<file path="config.mk">
export PLATFORM = sky130hd
export DESIGN_NAME = header_capture_top
export DESIGN_NICKNAME = d
export VERILOG_FILES = /design/src/logic/capture_pkg.sv /design/src/logic/stream_pkg.sv /design/src/logic/beat_if.sv /design/src/logic/beat_buffer.sv /design/src/logic/header_capture_top.sv /design/src/logic/header_realigner.sv /design/src/logic/stream_egress.sv
export SDC_FILE = /design/constraint.sdc
export NUM_CORES = 1
export LEC_CHECK = 0
export BUFFER_PORTS_ARGS = -buffer_cell sky130_fd_sc_hd__buf_2
export CAP_MARGIN = 10
export CORE_ASPECT_RATIO = 1.2
export CORE_MARGIN = 2
export CORE_UTILIZATION = 35
export CTS_CLUSTER_SIZE = 25
export DETAILED_ROUTE_END_ITERATION = 16
export GPL_TIMING_DRIVEN = 0
export HOLD_SLACK_MARGIN = 0.12
export SLEW_MARGIN = 20
export SYNTH_ARGS = -nofsm -noshare
export SYNTH_HDL_FRONTEND = slang
export SYNTH_SLANG_ARGS = --single-unit
</file>
<file path="constraint.sdc">
create_clock -name clock -period 7.1 [get_ports clock]
set_input_delay 0.355 -clock clock [delete_from_list [all_inputs] [get_ports clock]]
set_output_delay 0.355 -clock clock [all_outputs]
set_load 0.005 [all_outputs]
</file>
<file path="src/logic/capture_pkg.sv">
package capture_pkg;

	typedef enum logic [2:0] {
		state_idle,
		state_header,
		state_body,
		state_extra,
		state_drain
	} realign_state_t;

	localparam int buffer_depth = 16;

	typedef logic [$clog2(buffer_depth)-1:0] buffer_addr_t;
	typedef logic [$clog2(buffer_depth):0] buffer_count_t;

endpackage

</file>
<file path="src/logic/stream_pkg.sv">
package stream_pkg;

	localparam int beat_bytes = 8;
	localparam int header_bytes = 3;
	localparam int leftover_bytes = beat_bytes - header_bytes;

	typedef logic [beat_bytes*8-1:0] beat_data_t;
	typedef logic [beat_bytes-1:0] beat_keep_t;
	typedef logic [header_bytes*8-1:0] header_t;
	typedef logic [leftover_bytes*8-1:0] leftover_data_t;
	typedef logic [leftover_bytes-1:0] leftover_keep_t;

	// One input beat seen either whole or split at the header boundary
	// The low part is the header in a first beat and the fill bytes in later beats
	typedef union packed {
		beat_data_t raw;
		struct packed {
			leftover_data_t high;
			header_t low;
		} part;
	} split_beat_t;

endpackage

</file>
<file path="src/logic/beat_if.sv">
`timescale 1ns/1ps

interface beat_if import stream_pkg::*; ();

	logic valid;
	logic ready;
	beat_data_t data;
	beat_keep_t keep;
	logic last;

	// A beat moves on a rising edge where valid and ready are both high
	modport source (
		output valid,
		output data,
		output keep,
		output last,
		input ready
	);

	modport sink (
		input valid,
		input data,
		input keep,
		input last,
		output ready
	);

endinterface

</file>
<file path="src/logic/beat_buffer.sv">
`timescale 1ns/1ps

module beat_buffer import stream_pkg::*, capture_pkg::*; (
	input logic clock,
	input logic reset,
	beat_if.sink aligned,
	beat_if.source buffered,
	output logic buffer_empty
);

	beat_data_t data_mem [buffer_depth];
	beat_keep_t keep_mem [buffer_depth];
	logic last_mem [buffer_depth];
	buffer_addr_t write_ptr;
	buffer_addr_t read_ptr;
	buffer_count_t count;
	logic write;
	logic read;

	// Two free entries keep a margin for the beat already held upstream
	assign aligned.ready = (count <= buffer_count_t'(buffer_depth - 2));
	assign buffered.valid = (count != '0);
	assign buffer_empty = (count == '0);

	assign write = aligned.valid && aligned.ready;
	assign read = buffered.valid && buffered.ready;

	assign buffered.data = data_mem[read_ptr];
	assign buffered.keep = keep_mem[read_ptr];
	assign buffered.last = last_mem[read_ptr];

	always_ff @(posedge clock) begin
		if (reset) begin
			write_ptr <= '0;
			read_ptr <= '0;
			count <= '0;
		end else begin
			if (write) begin
				write_ptr <= write_ptr + 1'b1;
			end
			if (read) begin
				read_ptr <= read_ptr + 1'b1;
			end
			if (write && !read) begin
				count <= count + 1'b1;
			end else if (read && !write) begin
				count <= count - 1'b1;
			end
		end
	end

	always_ff @(posedge clock) begin
		if (write) begin
			data_mem[write_ptr] <= aligned.data;
			keep_mem[write_ptr] <= aligned.keep;
			last_mem[write_ptr] <= aligned.last;
		end
	end

endmodule

</file>
<file path="src/logic/header_capture_top.sv">
`timescale 1ns/1ps

module header_capture_top import stream_pkg::*; (
	input logic clock,
	input logic reset,
	input logic in_valid,
	input logic in_last,
	input beat_data_t in_data,
	input beat_keep_t in_keep,
	output logic in_ready,
	output logic out_valid,
	output logic out_last,
	output beat_data_t out_data,
	output beat_keep_t out_keep,
	input logic out_ready,
	output header_t header_data,
	output logic header_valid
);

	beat_if aligned_beat ();
	beat_if buffered_beat ();
	logic buffer_empty;

	header_realigner realigner (
		.clock(clock),
		.reset(reset),
		.in_valid(in_valid),
		.in_last(in_last),
		.in_data(in_data),
		.in_keep(in_keep),
		.in_ready(in_ready),
		.header_data(header_data),
		.header_valid(header_valid),
		.aligned(aligned_beat.source),
		.buffer_empty(buffer_empty)
	);

	beat_buffer buffer (
		.clock(clock),
		.reset(reset),
		.aligned(aligned_beat.sink),
		.buffered(buffered_beat.source),
		.buffer_empty(buffer_empty)
	);

	stream_egress egress (
		.clock(clock),
		.reset(reset),
		.buffered(buffered_beat.sink),
		.out_valid(out_valid),
		.out_data(out_data),
		.out_keep(out_keep),
		.out_last(out_last),
		.out_ready(out_ready)
	);

endmodule

</file>
<file path="src/logic/header_realigner.sv">
`timescale 1ns/1ps

module header_realigner import stream_pkg::*, capture_pkg::*; (
	input logic clock,
	input logic reset,
	input logic in_valid,
	input logic in_last,
	input beat_data_t in_data,
	input beat_keep_t in_keep,
	output logic in_ready,
	output header_t header_data,
	output logic header_valid,
	beat_if.source aligned,
	input logic buffer_empty
);

	realign_state_t state;
	split_beat_t in_split;
	leftover_data_t leftover_data;
	leftover_keep_t leftover_keep;
	logic slot_free;
	logic accept;
	logic tail_empty;

	assign in_split.raw = in_data;

	// The aligned register can take a new beat when it is empty or being written this cycle
	assign slot_free = !aligned.valid || aligned.ready;
	assign in_ready = slot_free && (state == state_header || state == state_body);
	assign accept = in_valid && in_ready;

	// No bytes above the header boundary means the last beat needs no closing beat
	assign tail_empty = (in_keep[beat_bytes-1:header_bytes] == '0);

	always_ff @(posedge clock) begin
		if (reset) begin
			state <= state_idle;
			header_valid <= 1'b0;
			aligned.valid <= 1'b0;
		end else begin
			header_valid <= 1'b0;
			if (aligned.valid && aligned.ready) begin
				aligned.valid <= 1'b0;
			end
			case (state)
				state_idle: begin
					if (in_valid) begin
						state <= state_header;
					end
				end
				state_header: begin
					if (accept) begin
						header_valid <= 1'b1;
						state <= state_body;
					end
				end
				state_body: begin
					if (accept) begin
						aligned.valid <= 1'b1;
						if (in_last) begin
							state <= tail_empty ? state_drain : state_extra;
						end
					end
				end
				state_extra: begin
					if (slot_free) begin
						aligned.valid <= 1'b1;
						state <= state_drain;
					end
				end
				state_drain: begin
					// Hold off the next packet until every payload beat has left the buffer
					if (!aligned.valid && buffer_empty) begin
						state <= state_idle;
					end
				end
				default: begin
					state <= state_idle;
				end
			endcase
		end
	end

	always_ff @(posedge clock) begin
		if (accept) begin
			leftover_data <= in_split.part.high;
			leftover_keep <= in_keep[beat_bytes-1:header_bytes];
		end
		if (accept && state == state_header) begin
			header_data <= in_split.part.low;
		end
		if (accept && state == state_body) begin
			aligned.data <= {in_split.part.low, leftover_data};
			aligned.keep <= {in_keep[header_bytes-1:0], leftover_keep};
			aligned.last <= in_last && tail_empty;
		end else if (state == state_extra && slot_free) begin
			aligned.data <= {header_t'(0), leftover_data};
			aligned.keep <= {{header_bytes{1'b0}}, leftover_keep};
			aligned.last <= 1'b1;
		end
	end

endmodule

</file>
<file path="src/logic/stream_egress.sv">
`timescale 1ns/1ps

module stream_egress import stream_pkg::*; (
	input logic clock,
	input logic reset,
	beat_if.sink buffered,
	output logic out_valid,
	output beat_data_t out_data,
	output beat_keep_t out_keep,
	output logic out_last,
	input logic out_ready
);

	// Refill the output register when it is empty or its beat leaves this cycle
	assign buffered.ready = !out_valid || out_ready;

	always_ff @(posedge clock) begin
		if (reset) begin
			out_valid <= 1'b0;
			out_last <= 1'b0;
		end else if (buffered.ready) begin
			out_valid <= buffered.valid;
			out_last <= buffered.valid && buffered.last;
		end
	end

	always_ff @(posedge clock) begin
		if (buffered.ready && buffered.valid) begin
			out_data <= buffered.data;
			out_keep <= buffered.keep;
		end
	end

endmodule

</file>
==> results of run 1 <==
==> registers in the layout (all words and copies together), names as in the netlist, 8 cells and up, named ones only <==
name	count
realigner.aligned.keep	8
buffer.last_mem	16
egress.out_keep	8
realigner.header_data	24
realigner.leftover_data	40
buffer.data_mem	1024
egress.out_data	64
buffer.keep_mem	128
realigner.aligned.data	64
==> per-layer routing <==
layer	track usage, %	vias up	routed length [µm]
met3	2.914	201	6103
met2	30.75	735	67760
met5	0	-	0
met4	5.177	0	3154
met1	19.99	12680	47800
li1	-	9739	-
==> what timing repair did <==
item | CTS | global route
hold endpoints to repair | 105 | 0
hold buffers | 77 | 0
resized for setup | 0 | 0
==> synthesized netlist by cell type, types with 3 or more instances <==
master | instances | share of area (%)
sky130_fd_sc_hd__a21oi_1 | 9 | 0.087
sky130_fd_sc_hd__and2_1 | 28 | 0.34
sky130_fd_sc_hd__buf_1 | 8 | 0.058
sky130_fd_sc_hd__buf_2 | 23 | 0.22
sky130_fd_sc_hd__buf_6 | 11 | 0.24
sky130_fd_sc_hd__clkbuf_1 | 49 | 0.36
sky130_fd_sc_hd__dfxtp_1 | 24 | 0.93
sky130_fd_sc_hd__edfxtp_1 | 1382 | 80
sky130_fd_sc_hd__ha_1 | 9 | 0.22
sky130_fd_sc_hd__inv_1 | 6 | 0.044
sky130_fd_sc_hd__mux2i_1 | 6 | 0.12
sky130_fd_sc_hd__mux4_2 | 364 | 16
sky130_fd_sc_hd__nand2_1 | 9 | 0.065
sky130_fd_sc_hd__nand2b_1 | 4 | 0.048
sky130_fd_sc_hd__nor2_1 | 33 | 0.24
sky130_fd_sc_hd__nor2b_1 | 3 | 0.036
sky130_fd_sc_hd__nor3_1 | 9 | 0.087
sky130_fd_sc_hd__o21ai_0 | 4 | 0.039
sky130_fd_sc_hd__xnor2_1 | 6 | 0.10
sky130_fd_sc_hd__xor2_1 | 5 | 0.085
==> cell type report <==
| class | count | area [µm²] | share of cell area, % |
|---|---|---|---|
| sequential | 1406 | 41980 | 67.42 |
| multi-input combinational | 510 | 9265 | 14.88 |
| clock buffer | 186 | 3899 | 6.261 |
| timing repair buffer | 376 | 3617 | 5.809 |
| tap | 1950 | 2440 | 3.918 |
| clock inverter | 70 | 574.3 | 0.9223 |
| buffer | 92 | 471.7 | 0.7575 |
| inverter | 6 | 22.52 | 0.03617 |
==> path summary, 6_finish.rpt <==
check	start	to	slack, ps	cells after the start
worst max-delay path	buffer.count[0]	buffer.data_mem[3][29]	3410	11
worst max register to register	buffer.count[0]	buffer.data_mem[3][29]	3410	11
worst min register to register	realigner.leftover_data[30]	realigner.aligned.data[30]	420	0
worst min-delay path	in_data[25]	realigner.leftover_data[1]	310	2
==> worst max-delay path, stage by stage, from the launching register on <==
cell                       delay, ps
sky130_fd_sc_hd__dfxtp_1         400
sky130_fd_sc_hd__a41oi_1         260
sky130_fd_sc_hd__and2_1          170
sky130_fd_sc_hd__clkbuf_1        350
sky130_fd_sc_hd__nand2_1         380
sky130_fd_sc_hd__nor3_2          700
sky130_fd_sc_hd__buf_6           240
sky130_fd_sc_hd__buf_6           160
sky130_fd_sc_hd__buf_6           150
sky130_fd_sc_hd__buf_4           160
sky130_fd_sc_hd__buf_4           210
sky130_fd_sc_hd__buf_4           210
==> cell families (layout without fill, tap and decap cells) <==
logic type | after synthesis | in the layout
multiplexers | 370 | 370
buffers and inverters | 98 | 730
flip-flops | 1406 | 1406
AND/OR/NAND/NOR | 95 | 95
AO/OA/AOI/OAI | 24 | 24
adder cells (fa/ha/maj) | 10 | 10
XOR/XNOR | 11 | 11
==> stage by stage <==
step / TNS [ps] / cells / util [%]
5_1_grt: 0 / 4596 / 42.47
4_1_cts: 0 / 4596 / 42.47
3_3_place_gp: -4224130 / 4140 / 37.45
6_report: 0 / 4596 / 42.47
2_1_floorplan: 0 / 2014 / -
3_5_place_dp: 0 / 4263 / 38.89
==> power breakdown <==
group	internal, µW	switching, µW	leakage, µW
clock network	4160	3090	0.00219
logic	1920	2040	0.00460
registers	9510	175	0.0128
==> flow_summary.json, run 1 <==
{
  "finalSetupViolCount": 0,
  "ios": 177,
  "drt_iter0_markers": 2122,
  "floorplan.die.height_um": 424.6,
  "postSynthAreaPerCell_um2": 25.62,
  "synthSimpleGateAreaFrac_pct": 0.9531,
  "placement_rows": 154,
  "drc": 0,
  "grt_antenna_before_repair": 6,
  "clk-insertion-delay-late_ps": 760,
  "fill_cells": 12290,
  "design.die.area_um2": 150500,
  "synth_edf_count": 1382,
  "cp-end-kind": "flop",
  "cts-buffers-inserted": 142,
  "detailedPlace.worstSlack_ps": 3437,
  "grt_pass1_wl_um": 179400,
  "drt.antenna.violating_nets": 0,
  "synth_compound_area_share_pct": 0.2959,
  "tritoncts": "built",
  "layout_setup_ws_ps": 3406,
  "tritoncts_num_sinks": 1406,
  "crit_type": "flop to flop",
  "number_of_warnings_reported_in_the_yosys_synthesis_log": 0,
  "avgViaCountPerCell": 5.082,
  "syn-instance-count": 2014,
  "crit_arrival_ps": 4160,
  "largest_net_degree_at_the_start_of_global_routing": 38,
  "wire_per_inst_um": 27.16,
  "globalRoute.totalOverflow": 0,
  "core_region_area_um2": 146600,
  "clockBufferDepth": 3,
  "layout.cells.most_common": "sky130_fd_sc_hd__edfxtp_1",
  "io_buffers": 176,
  "combined_area_of_all_synthesized_cells_um2": 51590,
  "synthMuxAreaShare_pct": 16.01,
  "static-leakage-power_uw": 0.01958,
  "nets": 2621,
  "post-route-cell-area_um2": 62270,
  "path_clk_slew_ps": 60,
  "max_cap_violations": 0,
  "maximum_clock_frequency_ghz": 0.2707,
  "worstHoldPathType": "input port to flop",
  "layout.cells.most_common_list": "sky130_fd_sc_hd__edfxtp_1 (1382), sky130_fd_sc_hd__mux4_2 (364), sky130_fd_sc_hd__buf_2 (203), sky130_fd_sc_hd__clkbuf_16 (150), sky130_fd_sc_hd__clkbuf_1 (82)",
  "peakVddDrop_mv": 0.2377,
  "layout_min_cycle_time_ps": 3694,
  "dr.pass1.iters": 7,
  "cts_post_setup_buffers_inserted": 0,
  "pwr_density_nw_per_um2": 335.5,
  "clock-root-buffer": "sky130_fd_sc_hd__clkbuf_16",
  "timing_hold_violations_final": 0,
  "starting_utilization_of_the_core_area_pct": 35.19,
  "antenna_cells_inserted": 0,
  "placedInstanceArea_um2": 57020,
  "synth.lib_cells_used.distinct": 37,
  "share_of_synthesized_registers_carrying_an_async_set_or_reset_pct": 0,
  "gp_congestion": 0.7566,
  "totalPowerFinal_uw": 20890,
  "dominantRegCellSynth": "sky130_fd_sc_hd__edfxtp_1",
  "status": "finished clean",
  "worstPathMaxFanout": 9,
  "die-width_um": 354.5,
  "rsz0062_at_grt": "false",
  "synth_top_family_by_area": "multiplexers",
  "final.period_utilization_pct": 52.02,
  "wl_um": 124800,
  "routed-via-count": 23360,
  "synth_xor_area_share_pct": 0.1867,
  "htreeDepth": 4,
  "first_global_vias": 25320,
  "grt.total_usage_pct": 16.77,
  "synthAdderAreaFrac_pct": 0.2571,
  "fin_worst_skew_ps": 23.92,
  "hold_ws_ps": 308.6,
  "flow.area_growth_from_synthesis_pct": 20.69,
  "postSynthRegisterBits": 1406,
  "synth_fp_nets": 2101,
  "drv_slew": 0,
  "dpl.hpwl_um": 82970,
  "relSlewSlack_pct": 22.70,
  "synth-seq-area-share_pct": 81.37,
  "setup.worst_path.start_class": "flop",
  "tightest_slew_ps": 1160,
  "crit_required_ps": 7560,
  "fraction_of_final_layout_cells_with_drive_strength_greater_than_1_pct": 34.81
}
No activity file was read; power rests on OpenSTA's default activity.
==> run 2: changes to the inputs <==
Clock period 7.1 ns to 3.5 ns, I/O delays scaled along.
==> flow_summary.json, run 2 (synthesis gave the netlist of run 1 again) <==
{
  "status": "finished clean",
  "fill_cells": 12320,
  "cts-buffers-inserted": 137,
  "cp-end-kind": "flop",
  "floorplan.die.height_um": 424.6,
  "clockBufferDepth": 3,
  "finalSetupViolCount": 0,
  "number_of_cells_on_the_worst_reg_to_reg_path": 13,
  "crit_start": "buffer.count[1]",
  "largest_net_degree_at_the_start_of_global_routing": 25,
  "worstHoldPathType": "input port to flop",
  "routed-via-count": 23510,
  "dpl.hpwl_um": 81190,
  "largest_registers": "buffer.data_mem x1024, buffer.keep_mem x128",
  "hold_ws_ps": 151.5,
  "htreeDepth": 4,
  "gp_congestion": 0.7315,
  "crit_type": "flop to flop",
  "die-width_um": 354.5,
  "regMostFlops": "buffer.data_mem",
  "critPathMaxStageDelay_ps": 580,
  "flow.area_growth_from_synthesis_pct": 21.74,
  "netSwitchingFraction_pct": 25.79,
  "grt_antenna_before_repair": 3,
  "drt_iter0_markers": 2353,
  "pwr_density_nw_per_um2": 670.3,
  "whs_path_depth": 2,
  "reg2reg_setup_slack_ps": 160,
  "drt.antenna.violating_nets": 0,
  "totalPowerFinal_uw": 42100,
  "final.period_utilization_pct": 95.39,
  "worstPathMaxFanout": 16,
  "avgViaCountPerCell": 5.082,
  "power.combinational.fraction_pct": 19.6,
  "tightest_slew_ps": 1117,
  "layout.cells.most_common": "sky130_fd_sc_hd__edfxtp_1",
  "fraction_of_final_layout_cells_with_drive_strength_greater_than_1_pct": 34.02,
  "path_clk_slew_ps": 60,
  "placement_rows": 154,
  "tritoncts": "built",
  "fin_setup_tns_ps": 0,
  "critical-path-slowest-cell": "sky130_fd_sc_hd__or4_4",
  "maximum_clock_frequency_ghz": 0.2995,
  "fin_worst_skew_ps": 30.34,
  "critPathBufInv": 4,
  "max_cap_violations": 0,
  "setup.worst_path.start_class": "flop",
  "critical_path.top_delay_family": "simple AND/OR/NAND/NOR gates",
  "crit_arrival_ps": 4030,
  "dr.pass1.iters": 5,
  "grt_pass1_wl_um": 176900,
  "layout_min_cycle_time_ps": 3339,
  "drc": 0,
  "cellInternalPower_uw": 31250,
  "starting_utilization_of_the_core_area_pct": 35.19,
  "rsz0062_at_grt": "false",
  "switching_power_uw": 10860,
  "wire_per_inst_um": 26.51,
  "reg2reg_to": "buffer.count[4]",
  "peakVddDrop_mv": 0.4929,
  "crit_required_ps": 4190,
  "tritoncts_num_sinks": 1406,
  "clock-root-buffer": "sky130_fd_sc_hd__clkbuf_16",
  "r2r-start": "buffer.count[1]",
  "globalRoute.totalOverflow": 0,
  "hold_end": "realigner.leftover_data[16]",
  "power.clock.fraction_pct": 33.6,
  "grt.total_usage_pct": 16.43,
  "post_layout_nonfiller_instances": 4626,
  "first_global_vias": 25140,
  "clk-insertion-delay-late_ps": 780,
  "seq_power_share_pct": 46.8,
  "placed_cells": 4242,
  "largest_register_ff_count": 1024,
  "timing_hold_violations_final": 0,
  "drv_slew": 0,
  "design.die.area_um2": 150500,
  "layout.cells.most_common_list": "sky130_fd_sc_hd__edfxtp_1 (1382), sky130_fd_sc_hd__mux4_2 (364), sky130_fd_sc_hd__buf_2 (201), sky130_fd_sc_hd__clkbuf_16 (139), sky130_fd_sc_hd__dlygate4sd3_1 (132)",
  "wl_um": 122600,
  "io_buffers": 176,
  "timing.critical_path.cells": "or4_4, o21ba_4, clkbuf_16, buf_16, inv_1, ha_2, inv_2, fa_2, a21o_1, a21oi_2, xnor2_1, or3_1, a21oi_1",
  "relSlewSlack_pct": 25.55,
  "core_region_area_um2": 146600,
  "worstHoldStart": "in_data[40]",
  "ios": 177,
  "static-leakage-power_uw": 0.01967,
  "nets": 2655
}
==> run 2: cell types whose count changed in the layout (fill, tap and decap cells not counted), moves of 3 or more <==
cell	change
sky130_fd_sc_hd__buf_6	-3
sky130_fd_sc_hd__buf_4	-45
sky130_fd_sc_hd__dlygate4sd3_1	+55
sky130_fd_sc_hd__clkbuf_1	-10
sky130_fd_sc_hd__clkinv_2	+3
sky130_fd_sc_hd__buf_8	+30
sky130_fd_sc_hd__nor3_4	+5
sky130_fd_sc_hd__nor3_2	-5
sky130_fd_sc_hd__clkbuf_16	-11
sky130_fd_sc_hd__diode_2	+4
sky130_fd_sc_hd__clkinv_8	+5
==> run 2: stage by stage <==
| step | util, % | cell area (µm²) | worst slack (ps) |
|---|---|---|---|
| floorplan | - | 51740 | -20.76 |
| global placement | 37.55 | 55060 | -2611 |
| detailed placement | 38.93 | 57080 | -140.2 |
| CTS | 42.81 | 62770 | 38.13 |
| global route | 42.83 | 62800 | 22.25 |
| finish | 42.84 | 62810 | 161.4 |
==> run 2: repair_timing <==
action                                 4_1_cts  5_1_grt
gates cloned                                 3        0
buffers inserted                             0        1
hold buffers                               132        0
gates resized for setup                      4        4
pin swaps                                    0        1
setup endpoints to repair                    1       13
endpoints found under the hold margin      123        0
==> run 2: worst max-delay path by stage <==
| stage | to | cells after the start |
|---|---|---|
| 2_1_floorplan | buffer.data_mem[3][0] | 5 |
| 3_3_place_gp | buffer.data_mem[3][29] | 5 |
| 3_5_place_dp | buffer.count[4] | 13 |
| 4_1_cts | buffer.count[4] | 13 |
| 5_1_grt | buffer.count[4] | 13 |
| 6_report | buffer.count[4] | 13 |
==> run 2: final cells by class <==
class / count / area [µm²] / share of cell area [%]
diodes: 4 / 10.01 / 0.01594
plain buffers: 92 / 488.0 / 0.7769
clock buffers: 165 / 3575 / 5.691
clock inverters: 78 / 689.4 / 1.098
inverters: 6 / 22.52 / 0.03586
multi-input cells: 510 / 9315 / 14.83
flip-flops and latches: 1406 / 41980 / 66.84
well taps: 1950 / 2440 / 3.884
repair buffers: 415 / 4290 / 6.831
==> run 2: power by group through the flow <==
stage / Combinational (µW) / Clock, µW / Sequential, µW
2_1_floorplan: 5080 / 0 / 19900
3_3_place_gp: 7870 / 0 / 20100
3_5_place_dp: 8060 / 0 / 20100
4_1_cts: 8520 / 14500 / 19700
5_1_grt: 8820 / 15100 / 19800
6_report: 8260 / 14200 / 19700
==> run 2: layer usage <==
layer | vias up | part of all wire (%) | routed length [µm] | global-route usage [%]
met4 | 0 | 2.6 | 3209 | 5.579
met1 | 12730 | 40 | 49070 | 20.99
li1 | 9811 | - | - | -
met2 | 778 | 52 | 63940 | 28.48
met3 | 189 | 5.2 | 6416 | 2.682
met5 | - | 0 | 0 | 0
